<file path="config.mk">
export PLATFORM = sky130hd
export DESIGN_NAME = rx_ppe_top
export DESIGN_NICKNAME = d
export VERILOG_FILES = /design/src/common/rx_ppe_pkg.sv /design/src/rx_ppe/fwd_table.sv /design/src/rx_ppe/fwd_arbiter.sv /design/src/rx_ppe/ppe_lane.sv /design/src/rx_ppe_top.sv
export SDC_FILE = /design/constraint.sdc
export NUM_CORES = 2
export LEC_CHECK = 0
export BUFFER_PORTS_ARGS = -buffer_cell sky130_fd_sc_hd__buf_2
export CORE_MARGIN = 1
export CORE_UTILIZATION = 40
export DETAILED_ROUTE_END_ITERATION = 12
export MAX_ROUTING_LAYER = met4
export PLACE_DENSITY = 0.65
export SYNTH_ARGS = -nofsm -noshare
export SYNTH_HDL_FRONTEND = slang
export SYNTH_SLANG_ARGS = --single-unit
</file>
<file path="constraint.sdc">
create_clock -name cclk -period 4.5 [get_ports cclk]
set_clock_uncertainty 0.1 [all_clocks]
set_input_delay 0.225 -clock cclk [delete_from_list [all_inputs] [get_ports cclk]]
set_output_delay 0.225 -clock cclk [all_outputs]
set_load 0.01 [all_outputs]
</file>
<file path="src/common/rx_ppe_pkg.sv">
/* widths and enums shared by the rx packet processing stage
   table depth follows KEY_W; entries are loose fields, ENTRY_W is their sum
   pkt_type_t codes match the ingress metadata encoding */
package rx_ppe_pkg;

  // --------------------------------------------------
  // field widths
  // --------------------------------------------------
  // destination key, also the table address
  parameter int KEY_W = 6;
  // packet id from ingress
  parameter int ID_W = 8;
  // egress port
  parameter int PORT_W = 6;
  // traffic class
  parameter int TC_W = 3;
  // policer index
  parameter int POL_W = 10;

  // table entry = valid + port + tc + policer
  parameter int ENTRY_W = 1 + PORT_W + TC_W + POL_W;

  // --------------------------------------------------
  // packet type, carried through unchanged
  // --------------------------------------------------
  typedef enum logic [3:0] {
    MC        = 4'h0,
    UC        = 4'h1,
    MIRROR_MC = 4'h2,
    MIRROR_UC = 4'h3,
    INT_MC    = 4'h4,
    INT_UC    = 4'h5,
    // 6 and 7 unused
    VP_MC     = 4'h8,
    VP_UC     = 4'h9
  } pkt_type_t;

  // --------------------------------------------------
  // lane state machine
  // --------------------------------------------------
  typedef enum logic [1:0] {
    // slot empty
    IDLE = 2'd0,
    // head held, waiting for grant
    REQ  = 2'd1,
    // table read in flight
    WAIT = 2'd2
  } lane_state_t;

endpackage

</file>
<file path="src/rx_ppe/fwd_table.sv">
`timescale 1ns/1ps
/* forwarding table, one write port for software, one read port
   read data registered, one cycle latency; same address read+write returns old entry
   contents have no reset, every entry must be written before use */
module fwd_table
  import rx_ppe_pkg::*;
#(
  parameter int DEPTH = 64
) (
  input  logic              cclk,
  input  logic              rst,
  // software write port
  input  logic              cfg_wr_en,
  input  logic [KEY_W-1:0]  cfg_addr,
  input  logic              cfg_valid,
  input  logic [PORT_W-1:0] cfg_port,
  input  logic [TC_W-1:0]   cfg_tc,
  input  logic [POL_W-1:0]  cfg_policer,
  // arbitrated read port
  input  logic              rd_en,
  input  logic [KEY_W-1:0]  rd_addr,
  output logic              rd_entry_valid,
  output logic [PORT_W-1:0] rd_port,
  output logic [TC_W-1:0]   rd_tc,
  output logic [POL_W-1:0]  rd_policer
);

  // packed as {valid, port, tc, policer}
  logic [ENTRY_W-1:0] mem [DEPTH];
  logic [ENTRY_W-1:0] rd_data;

  // --------------------------------------------------
  // write, visible from the next edge
  // --------------------------------------------------
  always_ff @(posedge cclk) begin
    if (cfg_wr_en) begin
      mem[cfg_addr] <= {cfg_valid, cfg_port, cfg_tc, cfg_policer};
    end
  end

  // read side; nonblocking so a colliding write lands after the read
  always_ff @(posedge cclk) begin
    if (rd_en) begin
      rd_data <= mem[rd_addr];
    end
  end

  assign {rd_entry_valid, rd_port, rd_tc, rd_policer} = rd_data;

  // key space may be wider than the table when DEPTH is trimmed
  a_addr_range: assert property (@(posedge cclk) disable iff (rst)
    (cfg_wr_en |-> int'(cfg_addr) < DEPTH) and (rd_en |-> int'(rd_addr) < DEPTH))
    else $error("table address out of range");

endmodule

</file>
<file path="src/rx_ppe/fwd_arbiter.sv">
`timescale 1ns/1ps
/* two-lane round-robin arbiter for the table read port
   grant is combinational in the request cycle
   rd_valid follows one cycle later
   lane 0 has priority out of reset */
module fwd_arbiter
  import rx_ppe_pkg::*;
(
  input  logic             cclk,
  input  logic             rst,
  // lane 0
  input  logic             req0,
  input  logic [KEY_W-1:0] key0,
  // lane 1
  input  logic             req1,
  input  logic [KEY_W-1:0] key1,
  output logic             gnt0,
  output logic             gnt1,
  output logic             rd_valid0,
  output logic             rd_valid1,
  // to table
  output logic             rd_en,
  output logic [KEY_W-1:0] rd_addr
);

  // high when lane 1 took the most recent grant
  logic last_gnt1;

  // --------------------------------------------------
  // grant
  // --------------------------------------------------
  // on a tie the lane that lost last time wins
  assign gnt0 = req0 && (!req1 || last_gnt1);
  assign gnt1 = req1 && (!req0 || !last_gnt1);

  // steer winner key to the table
  assign rd_en   = gnt0 || gnt1;
  assign rd_addr = gnt1 ? key1 : key0;

  always_ff @(posedge cclk) begin
    if (rst) begin
      // makes lane 0 the first tie winner
      last_gnt1 <= 1'b1;
    end else if (rd_en) begin
      last_gnt1 <= gnt1;
    end
  end

  // --------------------------------------------------
  // read owner one cycle behind the grant
  // --------------------------------------------------
  always_ff @(posedge cclk) begin
    if (rst) begin
      rd_valid0 <= 1'b0;
      rd_valid1 <= 1'b0;
    end else begin
      rd_valid0 <= gnt0;
      rd_valid1 <= gnt1;
    end
  end

  // a lane turned away once must win on its next try
  a_no_starve0: assert property (@(posedge cclk) disable iff (rst)
    req0 && !gnt0 |=> !req0 || gnt0)
    else $error("lane 0 lost two grants in a row");

  a_no_starve1: assert property (@(posedge cclk) disable iff (rst)
    req1 && !gnt1 |=> !req1 || gnt1)
    else $error("lane 1 lost two grants in a row");

endmodule

</file>
<file path="src/rx_ppe/ppe_lane.sv">
`timescale 1ns/1ps
/* one ingress lane: single head slot, table lookup, fixed delay line
   ingress holds the head until ack; a new head is taken as the read returns
   results have no back-pressure, PIPE_DEPTH must be at least 1 */
module ppe_lane
  import rx_ppe_pkg::*;
#(
  parameter int PIPE_DEPTH = 8
) (
  input  logic              cclk,
  input  logic              rst,
  // ingress head
  input  logic              head_valid,
  input  logic [ID_W-1:0]   head_id,
  input  logic [KEY_W-1:0]  head_key,
  input  pkt_type_t         head_type,
  output logic              head_ack,
  // lookup
  output logic              req,
  output logic [KEY_W-1:0]  key,
  input  logic              gnt,
  input  logic              rd_valid,
  input  logic              rd_entry_valid,
  input  logic [PORT_W-1:0] rd_port,
  input  logic [TC_W-1:0]   rd_tc,
  input  logic [POL_W-1:0]  rd_policer,
  // result metadata
  output logic              out_valid,
  output logic [ID_W-1:0]   out_id,
  output logic [PORT_W-1:0] out_port,
  output logic [TC_W-1:0]   out_tc,
  output logic [POL_W-1:0]  out_policer,
  output pkt_type_t         out_type,
  output logic              out_drop
);

  lane_state_t      state;
  logic [ID_W-1:0]  slot_id;
  logic [KEY_W-1:0] slot_key;
  pkt_type_t        slot_type;
  logic             rd_done;
  logic             slot_free;

  // result built from the returned entry
  logic [PORT_W-1:0] res_port;
  logic [TC_W-1:0]   res_tc;
  logic [POL_W-1:0]  res_pol;
  logic              res_drop;

  // delay line, one entry per stage
  logic [PIPE_DEPTH-1:0] pipe_valid;
  logic [ID_W-1:0]       pipe_id   [PIPE_DEPTH];
  logic [PORT_W-1:0]     pipe_port [PIPE_DEPTH];
  logic [TC_W-1:0]       pipe_tc   [PIPE_DEPTH];
  logic [POL_W-1:0]      pipe_pol  [PIPE_DEPTH];
  pkt_type_t             pipe_type [PIPE_DEPTH];
  logic [PIPE_DEPTH-1:0] pipe_drop;

  // --------------------------------------------------
  // head slot and state machine
  // --------------------------------------------------
  assign rd_done = (state == WAIT) && rd_valid;
  // slot counts as empty in the cycle its read returns
  assign slot_free = (state == IDLE) || rd_done;
  assign head_ack  = head_valid && slot_free;

  assign req = (state == REQ);
  assign key = slot_key;

  always_ff @(posedge cclk) begin
    if (rst) begin
      state <= IDLE;
    end else begin
      case (state)
        IDLE:    if (head_valid) state <= REQ;
        REQ:     if (gnt) state <= WAIT;
        // back to back: next head goes straight to REQ
        WAIT:    if (rd_valid) state <= head_valid ? REQ : IDLE;
        default: state <= IDLE;
      endcase
    end
  end

  always_ff @(posedge cclk) begin
    if (head_ack) begin
      slot_id   <= head_id;
      slot_key  <= head_key;
      slot_type <= head_type;
    end
  end

  // --------------------------------------------------
  // metadata build
  // --------------------------------------------------
  always_comb begin
    // miss -> drop, fields zeroed
    res_drop = !rd_entry_valid;
    res_port = rd_entry_valid ? rd_port : '0;
    res_tc   = rd_entry_valid ? rd_tc : '0;
    res_pol  = rd_entry_valid ? rd_policer : '0;
  end

  // --------------------------------------------------
  // latency delay line
  // --------------------------------------------------
  always_ff @(posedge cclk) begin
    if (rst) begin
      pipe_valid <= '0;
      out_valid  <= 1'b0;
    end else begin
      pipe_valid[0] <= rd_done;
      for (int i = 1; i < PIPE_DEPTH; i++) begin
        pipe_valid[i] <= pipe_valid[i-1];
      end
      out_valid <= pipe_valid[PIPE_DEPTH-1];
    end
  end

  // payload follows the valid bits
  always_ff @(posedge cclk) begin
    pipe_id[0]   <= slot_id;
    pipe_port[0] <= res_port;
    pipe_tc[0]   <= res_tc;
    pipe_pol[0]  <= res_pol;
    pipe_type[0] <= slot_type;
    pipe_drop[0] <= res_drop;
    for (int i = 1; i < PIPE_DEPTH; i++) begin
      pipe_id[i]   <= pipe_id[i-1];
      pipe_port[i] <= pipe_port[i-1];
      pipe_tc[i]   <= pipe_tc[i-1];
      pipe_pol[i]  <= pipe_pol[i-1];
      pipe_type[i] <= pipe_type[i-1];
      pipe_drop[i] <= pipe_drop[i-1];
    end
    // output register, one cycle past the last stage
    out_id      <= pipe_id[PIPE_DEPTH-1];
    out_port    <= pipe_port[PIPE_DEPTH-1];
    out_tc      <= pipe_tc[PIPE_DEPTH-1];
    out_policer <= pipe_pol[PIPE_DEPTH-1];
    out_type    <= pipe_type[PIPE_DEPTH-1];
    out_drop    <= pipe_drop[PIPE_DEPTH-1];
  end

  // arbiter must only return data for a read this lane issued
  a_rd_in_wait: assert property (@(posedge cclk) disable iff (rst)
    rd_valid |-> state == WAIT)
    else $error("rd_valid outside WAIT");

endmodule

</file>
<file path="src/rx_ppe_top.sv">
`timescale 1ns/1ps
/* rx packet processing stage: two ingress lanes sharing one forwarding table
   latency per head is PIPE_DEPTH+2 or PIPE_DEPTH+3 cycles
   table must be written by software before traffic starts */
module rx_ppe_top
  import rx_ppe_pkg::*;
#(
  parameter int PIPE_DEPTH = 8
) (
  input  logic              cclk,
  input  logic              rst,
  // software table write
  input  logic              cfg_wr_en,
  input  logic [KEY_W-1:0]  cfg_addr,
  input  logic              cfg_valid,
  input  logic [PORT_W-1:0] cfg_port,
  input  logic [TC_W-1:0]   cfg_tc,
  input  logic [POL_W-1:0]  cfg_policer,
  // lane 0 head
  input  logic              head_valid_0,
  input  logic [ID_W-1:0]   head_id_0,
  input  logic [KEY_W-1:0]  head_key_0,
  input  pkt_type_t         head_type_0,
  output logic              head_ack_0,
  // lane 1 head
  input  logic              head_valid_1,
  input  logic [ID_W-1:0]   head_id_1,
  input  logic [KEY_W-1:0]  head_key_1,
  input  pkt_type_t         head_type_1,
  output logic              head_ack_1,
  // lane 0 result
  output logic              out_valid_0,
  output logic [ID_W-1:0]   out_id_0,
  output logic [PORT_W-1:0] out_port_0,
  output logic [TC_W-1:0]   out_tc_0,
  output logic [POL_W-1:0]  out_policer_0,
  output pkt_type_t         out_type_0,
  output logic              out_drop_0,
  // lane 1 result
  output logic              out_valid_1,
  output logic [ID_W-1:0]   out_id_1,
  output logic [PORT_W-1:0] out_port_1,
  output logic [TC_W-1:0]   out_tc_1,
  output logic [POL_W-1:0]  out_policer_1,
  output pkt_type_t         out_type_1,
  output logic              out_drop_1
);

  logic             req0, req1, gnt0, gnt1;
  logic             rd_valid0, rd_valid1;
  logic [KEY_W-1:0] key0, key1;
  logic             rd_en;
  logic [KEY_W-1:0] rd_addr;

  // entry read data, shared by both lanes
  logic              rd_entry_valid;
  logic [PORT_W-1:0] rd_port;
  logic [TC_W-1:0]   rd_tc;
  logic [POL_W-1:0]  rd_policer;

  // --------------------------------------------------
  // lanes
  // --------------------------------------------------
  ppe_lane #(.PIPE_DEPTH(PIPE_DEPTH)) i_lane0 (
    .cclk(cclk), .rst(rst),
    .head_valid(head_valid_0), .head_id(head_id_0), .head_key(head_key_0),
    .head_type(head_type_0), .head_ack(head_ack_0),
    .req(req0), .key(key0), .gnt(gnt0), .rd_valid(rd_valid0),
    .rd_entry_valid(rd_entry_valid), .rd_port(rd_port), .rd_tc(rd_tc),
    .rd_policer(rd_policer),
    .out_valid(out_valid_0), .out_id(out_id_0), .out_port(out_port_0), .out_tc(out_tc_0),
    .out_policer(out_policer_0), .out_type(out_type_0), .out_drop(out_drop_0)
  );

  ppe_lane #(.PIPE_DEPTH(PIPE_DEPTH)) i_lane1 (
    .cclk(cclk), .rst(rst),
    .head_valid(head_valid_1), .head_id(head_id_1), .head_key(head_key_1),
    .head_type(head_type_1), .head_ack(head_ack_1),
    .req(req1), .key(key1), .gnt(gnt1), .rd_valid(rd_valid1),
    .rd_entry_valid(rd_entry_valid), .rd_port(rd_port), .rd_tc(rd_tc),
    .rd_policer(rd_policer),
    .out_valid(out_valid_1), .out_id(out_id_1), .out_port(out_port_1), .out_tc(out_tc_1),
    .out_policer(out_policer_1), .out_type(out_type_1), .out_drop(out_drop_1)
  );

  // --------------------------------------------------
  // shared lookup
  // --------------------------------------------------
  fwd_arbiter i_arb (
    .cclk(cclk), .rst(rst),
    .req0(req0), .key0(key0), .req1(req1), .key1(key1),
    .gnt0(gnt0), .gnt1(gnt1), .rd_valid0(rd_valid0), .rd_valid1(rd_valid1),
    .rd_en(rd_en), .rd_addr(rd_addr)
  );

  fwd_table #(.DEPTH(2 ** KEY_W)) i_table (
    .cclk(cclk), .rst(rst),
    .cfg_wr_en(cfg_wr_en), .cfg_addr(cfg_addr), .cfg_valid(cfg_valid),
    .cfg_port(cfg_port), .cfg_tc(cfg_tc), .cfg_policer(cfg_policer),
    .rd_en(rd_en), .rd_addr(rd_addr),
    .rd_entry_valid(rd_entry_valid), .rd_port(rd_port), .rd_tc(rd_tc),
    .rd_policer(rd_policer)
  );

endmodule

</file>
# --- After elaboration in Yosys (flattened, before gate mapping) ---
# Memories as Yosys holds them, arrays and structs flattened. A register that Yosys moved wholly into a read port is not among the register bits.
# Cells that the tools add are included.
totals:
  regBits: 79
  ram_bits: 1776
  inputBits: 67
  output_inout_bits: 68
  word_cells: 75
  memories: 11
op_classes:
  n_eq_ne: 10
  mux: 16
  reduce_logical: 19
mem_list:
  columns: ["memory", "depth", "width", "rd", "rd_ports_with_merged_regs", "write_ports", "line", "rtl"]
  rows:
  - ["i_table.mem", 64, 20, 1, 1, 1, "fwd_table.sv:29", "logic [ENTRY_W-1:0] mem [DEPTH];"]
  - ["i_lane0.pipe_pol", 8, 10, 8, 1, 8, "ppe_lane.sv:55", "logic [POL_W-1:0] pipe_pol [PIPE_DEPTH];"]
  - ["i_lane1.pipe_pol", 8, 10, 8, 1, 8, "ppe_lane.sv:55", null]
  - ["i_lane0.pipe_id", 8, 8, 8, 1, 8, "ppe_lane.sv:52", "logic [ID_W-1:0] pipe_id [PIPE_DEPTH];"]
  - ["i_lane1.pipe_id", 8, 8, 8, 1, 8, "ppe_lane.sv:52", null]
  - ["i_lane0.pipe_port", 8, 6, 8, 1, 8, "ppe_lane.sv:53", "logic [PORT_W-1:0] pipe_port [PIPE_DEPTH];"]
  - ["+5 memories", null, null, null, null, null, null, null]
ops:
  columns: ["op", "n"]
  rows:
  - ["2-bit two-way mux", 6]
  - ["6-bit two-way mux", 2]
  - ["2-bit one-hot mux with 3 select lines", 2]
  - ["10-bit two-way mux", 1]
  - ["2-bit != test, second input constant", 4]
  - ["1-bit logical AND", 6]
  - ["3-bit AND reduction", 2]
  - ["1-bit logical OR", 5]
  - ["2-bit by 1-bit equality test with 1-bit output, second input constant", 2]
  - ["2-bit equality test, second input constant", 2]
  - ["1-bit logical NOT", 4]
  - ["2-bit logical NOT", 2]
  - ["1-bit two-way mux", 4]
  - ["2-bit by 1-bit != test with 1-bit output, second input constant", 2]
  - ["3-bit two-way mux", 1]

# --- Depth between registers and ports, before layout ---
depth:
  word_depth: 6
  ltp_mapped: 11

# --- Hierarchy ---
# A second synthesis with hierarchy kept.
unflattened:
  cells_unflattened: 2978
  hier_area_um2: 63459.6
modules_own_cells:
  columns: ["module", "instances", "cells_per_inst", "area_each_um2", "seq_area_each_um2"]
  rows:
  - ["fwd_table", 1, 2243, 49695.2, 39037.4]
  - ["ppe_lane", 2, 359, 6789.0, 6526.3]
  - ["fwd_arbiter", 1, 17, 186.4, 60.1]

# --- Worst setup path after synthesis ---
# Ideal clock, no wire load.
synth_timing:
  kind: "register to register"
  startpoint: "register i_lane0.state[0]"
  endpoint: "register i_lane0.slot_key[0], in the netlist i_lane0.key[0], enable pin"
  setup_ps: 431
  t_arrival_ps: 2135
  setup_slack_ps: 1834
  stages_incl_launch_ff: 3
  synth_period_minus_slack_ps: 2666
  path_cell_list: "dfxtp_1 -> nor2b_1 -> a21boi_0"
synth_via:
  elab_chain_len: 4
synth_lines:
  columns: ["element", "line", "rtl"]
  rows:
  - ["from (decl)", "ppe_lane.sv:37", "lane_state_t state;"]
  - ["from (signal assigned)", "ppe_lane.sv:78", "WAIT: if (rd_valid) state <= head_valid ? REQ : IDLE;"]
  - ["2-bit equality test", "ppe_lane.sv:62", "assign rd_done = (state == WAIT) && rd_valid;"]
  - ["1-bit logical AND", "ppe_lane.sv:62", null]
  - ["1-bit logical OR (*)", "ppe_lane.sv:64", "assign slot_free = (state == IDLE) || rd_done;"]
  - ["1-bit logical AND (*)", "ppe_lane.sv:65", "assign head_ack = head_valid && slot_free;"]
  - ["net head_ack_0", "rx_ppe_top.sv:24", "output logic head_ack_0,"]
  - ["to (signal assigned)", "ppe_lane.sv:87", "slot_key <= head_key;"]
  - ["to (decl)", "ppe_lane.sv:39", "logic [KEY_W-1:0] slot_key;"]
# Mark *: on every way through the listed nets, which the timed path passes. The rest lies on a longest branch.
# A chain may end at the register's enable or synchronous reset.

# --- Worst setup path after layout ---
layout_timing:
  startpoint: "register i_lane1.state[1]"
  endpoint: "register i_table.rd_data[9], read port of i_table.mem (data pin)"
layout_via:
  elab_chain_len: 5
layout_lines:
  columns: ["element", "line", "rtl"]
  rows:
  - ["from (decl)", "ppe_lane.sv:37", null]
  - ["from (signal assigned)", "ppe_lane.sv:78", null]
  - ["2-bit by 1-bit equality test with 1-bit output (*)", "ppe_lane.sv:67", "assign req = (state == REQ);"]
  - ["1-bit logical NOT", "fwd_arbiter.sv:33", "assign gnt0 = req0 && (!req1 || last_gnt1);"]
  - ["1-bit logical OR", "fwd_arbiter.sv:33", null]
  - ["1-bit logical AND", "fwd_arbiter.sv:33", null]
  - ["1-bit logical OR", "fwd_arbiter.sv:37", "assign rd_en = gnt0 || gnt1;"]
  - ["to (decl)", "fwd_table.sv:30", "logic [ENTRY_W-1:0] rd_data;"]
# Every way passes the cells marked *; elsewhere a longest branch is shown, timed or not.

==> reports/results.ini <==
[power_and_ir_drop]
p_per_area_nw_per_um2 = 488.6
vdd_drop_max_uv = 434.5
p_leak_nw = 23.39

[drt]
avgViaCountPerCell = 5.693
dr.pass1.iters = 6
drcViolationCount = 0
vias = 37570
antenna_left = 0
avgRoutedWirePerCell_um = 23.69
drt_iter0_drc = 4958
routed_wl_mm = 156.3

[floorplan]
ios = 135
die_height_um = 395.1
initial_core_util = 0.4049
die_width_um = 395.1
core_area_um2 = 152600
dieArea_um2 = 156100
row_count = 143

[global_route]
overflow = 0
antenna_found_initial = 10
grt_usage = 0.2015
grt_max_degree = 190
grt_pass1_vias = 35590
grt_pass1_wl_mm = 230.2

[critical_path]
worstPathCellList = and2b_1, nand3_4, buf_12, buf_4, nand3_1, and3_1, nor4_1, a31oi_1, o2111ai_1
cp_num_buf_inv = 2
critPathTopFamily = simple AND/OR/NAND/NOR gates
rr_worst_depth = 9
required_ps = 4910
cp.arrival_ps = 4280
timing.setup.critical_path_class = flip-flop to flip-flop
cp_max_fo = 70
critPathCaptureType = flip-flop
cpMaxStageDelayCell = nor4_1
startpoint_type = flip-flop
max_stage_delay_ps = 650
cp_num_cells = 9

[clock_network]
cts.repair.resized = 0
cts.clk_slew.worst_paths_ps = 60
cts_max_level = 4
cts.sinks = 1757
cts_root_buf = clkbuf_16
cts_tree = yes
post_cts_buffers = 0
holdBufCountCts = 55
numCtsBuffers = 167
clock_latency_ps = 790
clock_path_buffers = 3

[layout]
fin_nets = 4487
fill_cells = 13040
areaGrowthSynthToFinish_pct = 14.47
final_layout_size_suffix_gt1_frac = 0.1283
postLayoutCoreUtil = 0.4635

[run_status]
outcome = finished clean

[timing]
period_share = 0.8610
tightestPinTransition_ps = 1064
rsz0062_at_grt = no
min_period_ps = 3875
setup_viol = 0
hold_viol_final = 0
tns_ps = 0
fmax_mhz = 258.1
relSlewSlack = 0.2910
maxSlewViolCount = 0

[placed_design]
gp_congestion = 0.8324
hpwlAfterDp_mm = 82.73
portBuffers = 134

[logic_synthesis]
synth_common_cells = edfxtp_1, nand3_1, dfxtp_1, nand2_1, o21ai_0
synth_nets = 4349
synthFlopType = edfxtp_1
syn_inst = 4282
synth_top_area_cell = edfxtp_1
synth.area.top_cells = edfxtp_1, dfxtp_1, nand3_1
synth_top_area_share = 0.6492
synth_seq_cells = 1757
synthArstFlopShare = 0
synth-edff-count = 1336
synth.avg_cell_area_um2 = 14.43
synthDistinctLibCells = 52
yosysWarnings = 0
yosysMostFrequentCell = edfxtp_1
syn_area_um2 = 61800
synth-seq-area-share = 0.7856

[worst_hold_path]
hold_depth = 2
min_path_type = input port to flip-flop

[flow_run]
drv_cap = 0

## metal layers
layer	vias to the layer above	part of all wire	GRT usage
li1	16560	-	-
met1	18830	0.41	0.2711
met2	1917	0.46	0.3032
met3	250	0.10	0.04317
met4	0	0.031	0.06818
met5	-	0	-
## cells by family (layout without fill, tap and decap cells)
family | after synthesis | count (layout) | synth area share
AO/OA/AOI/OAI | 810 | 810 | 0.07905
buffers and inverters | 346 | 624 | 0.02658
flip-flops | 1757 | 1757 | 0.7856
multiplexers | 2 | 2 | 0.0005466
other | 0 | 8 | 0
AND/OR/NAND/NOR | 1367 | 1367 | 0.1082
## sequential cells by signal, summed over array words and instances (netlist names), 7 cells and up
signal	cells
i_lane0.pipe_valid	8
i_lane1.out_id	8
i_lane1.pipe_drop	7
i_lane1.slot_id	8
i_lane0.out_id	8
i_lane1.out_policer	10
i_lane1.pipe_tc	9
i_table.rd_data	20
i_lane0.pipe_tc	15
i_lane0.pipe_port	18
i_lane1.pipe_id	64
i_lane0.pipe_id	64
i_lane1.pipe_pol	80
i_table.mem	1280
i_lane1.pipe_valid	8
i_lane0.pipe_type	32
i_lane1.pipe_type	32
i_lane0.slot_id	8
i_lane1.pipe_port	30
## path summary, 6_finish.rpt
path / startpoint / endpoint / slack [ps]
worst max-delay path: i_lane1.state[1]$_SDFFE_PP0P_ / i_table.rd_data[9]$_DFFE_PP_ / 630
worst min-delay path: cfg_tc[2] / i_table.mem[18][12]$_DFFE_PP_ / 40
worst max register to register: i_lane1.state[1]$_SDFFE_PP0P_ / i_table.rd_data[9]$_DFFE_PP_ / 630
worst min register to register: i_lane1.pipe_pol[4][9]$_DFF_P_ / i_lane1.pipe_pol[5][9]$_DFF_P_ / 210
## report_power, final
part	switching [mW]	internal, mW
sequential	0.184	18.1
combinational	2.08	0.788
clock	5.95	7.50
## stage by stage
step | total power [mW] | cells | setup WS (ps) | hold slack (ps) | area, um^2
3_3_place_gp | 21.34 | 6226 | 779.3 | 209.7 | 64950
4_1_cts | 34.75 | 6590 | 669.7 | 1.508 | 70720
3_5_place_dp | 21.40 | 6226 | 744.2 | 212.1 | 64950
2_1_floorplan | 20.19 | 4282 | 1834 | 196.6 | 61800
5_1_grt | 35.65 | 6597 | 416.8 | 23.58 | 70740
6_report | 34.56 | 6598 | 625.4 | 37.28 | 70740
## cell type report
class                           count  area (um^2)  share of cell area
Multi-Input combinational cell   2179        11980              0.1693
Timing Repair Buffer              310         2417             0.03417
Inverter                            5        18.77           0.0002653
Antenna cell                        8        20.02           0.0002830
Tap cell                         2030         2540             0.03591
Sequential cell                  1757        48550              0.6863
Clock inverter                    101        739.5             0.01045
Clock buffer                      208         4481             0.06334
## cell usage in the layout (no fill, tap or decap), types with 38 or more instances in the layout
master / Yosys / final
a211oi_1: 42 / 42
a21oi_1: 127 / 127
a31oi_1: 120 / 120
a32oi_1: 80 / 80
and3_1: 61 / 60
buf_2: 105 / 134
buf_4: 31 / 98
clkbuf_16: 0 / 173
dfxtp_1: 421 / 421
dlygate4sd3_1: 0 / 55
edfxtp_1: 1336 / 1336
nand2_1: 391 / 391
nand3_1: 648 / 648
nand4_1: 82 / 82
nor2_2: 0 / 38
o21ai_0: 361 / 359
Power figures use the tool's default switching activity.
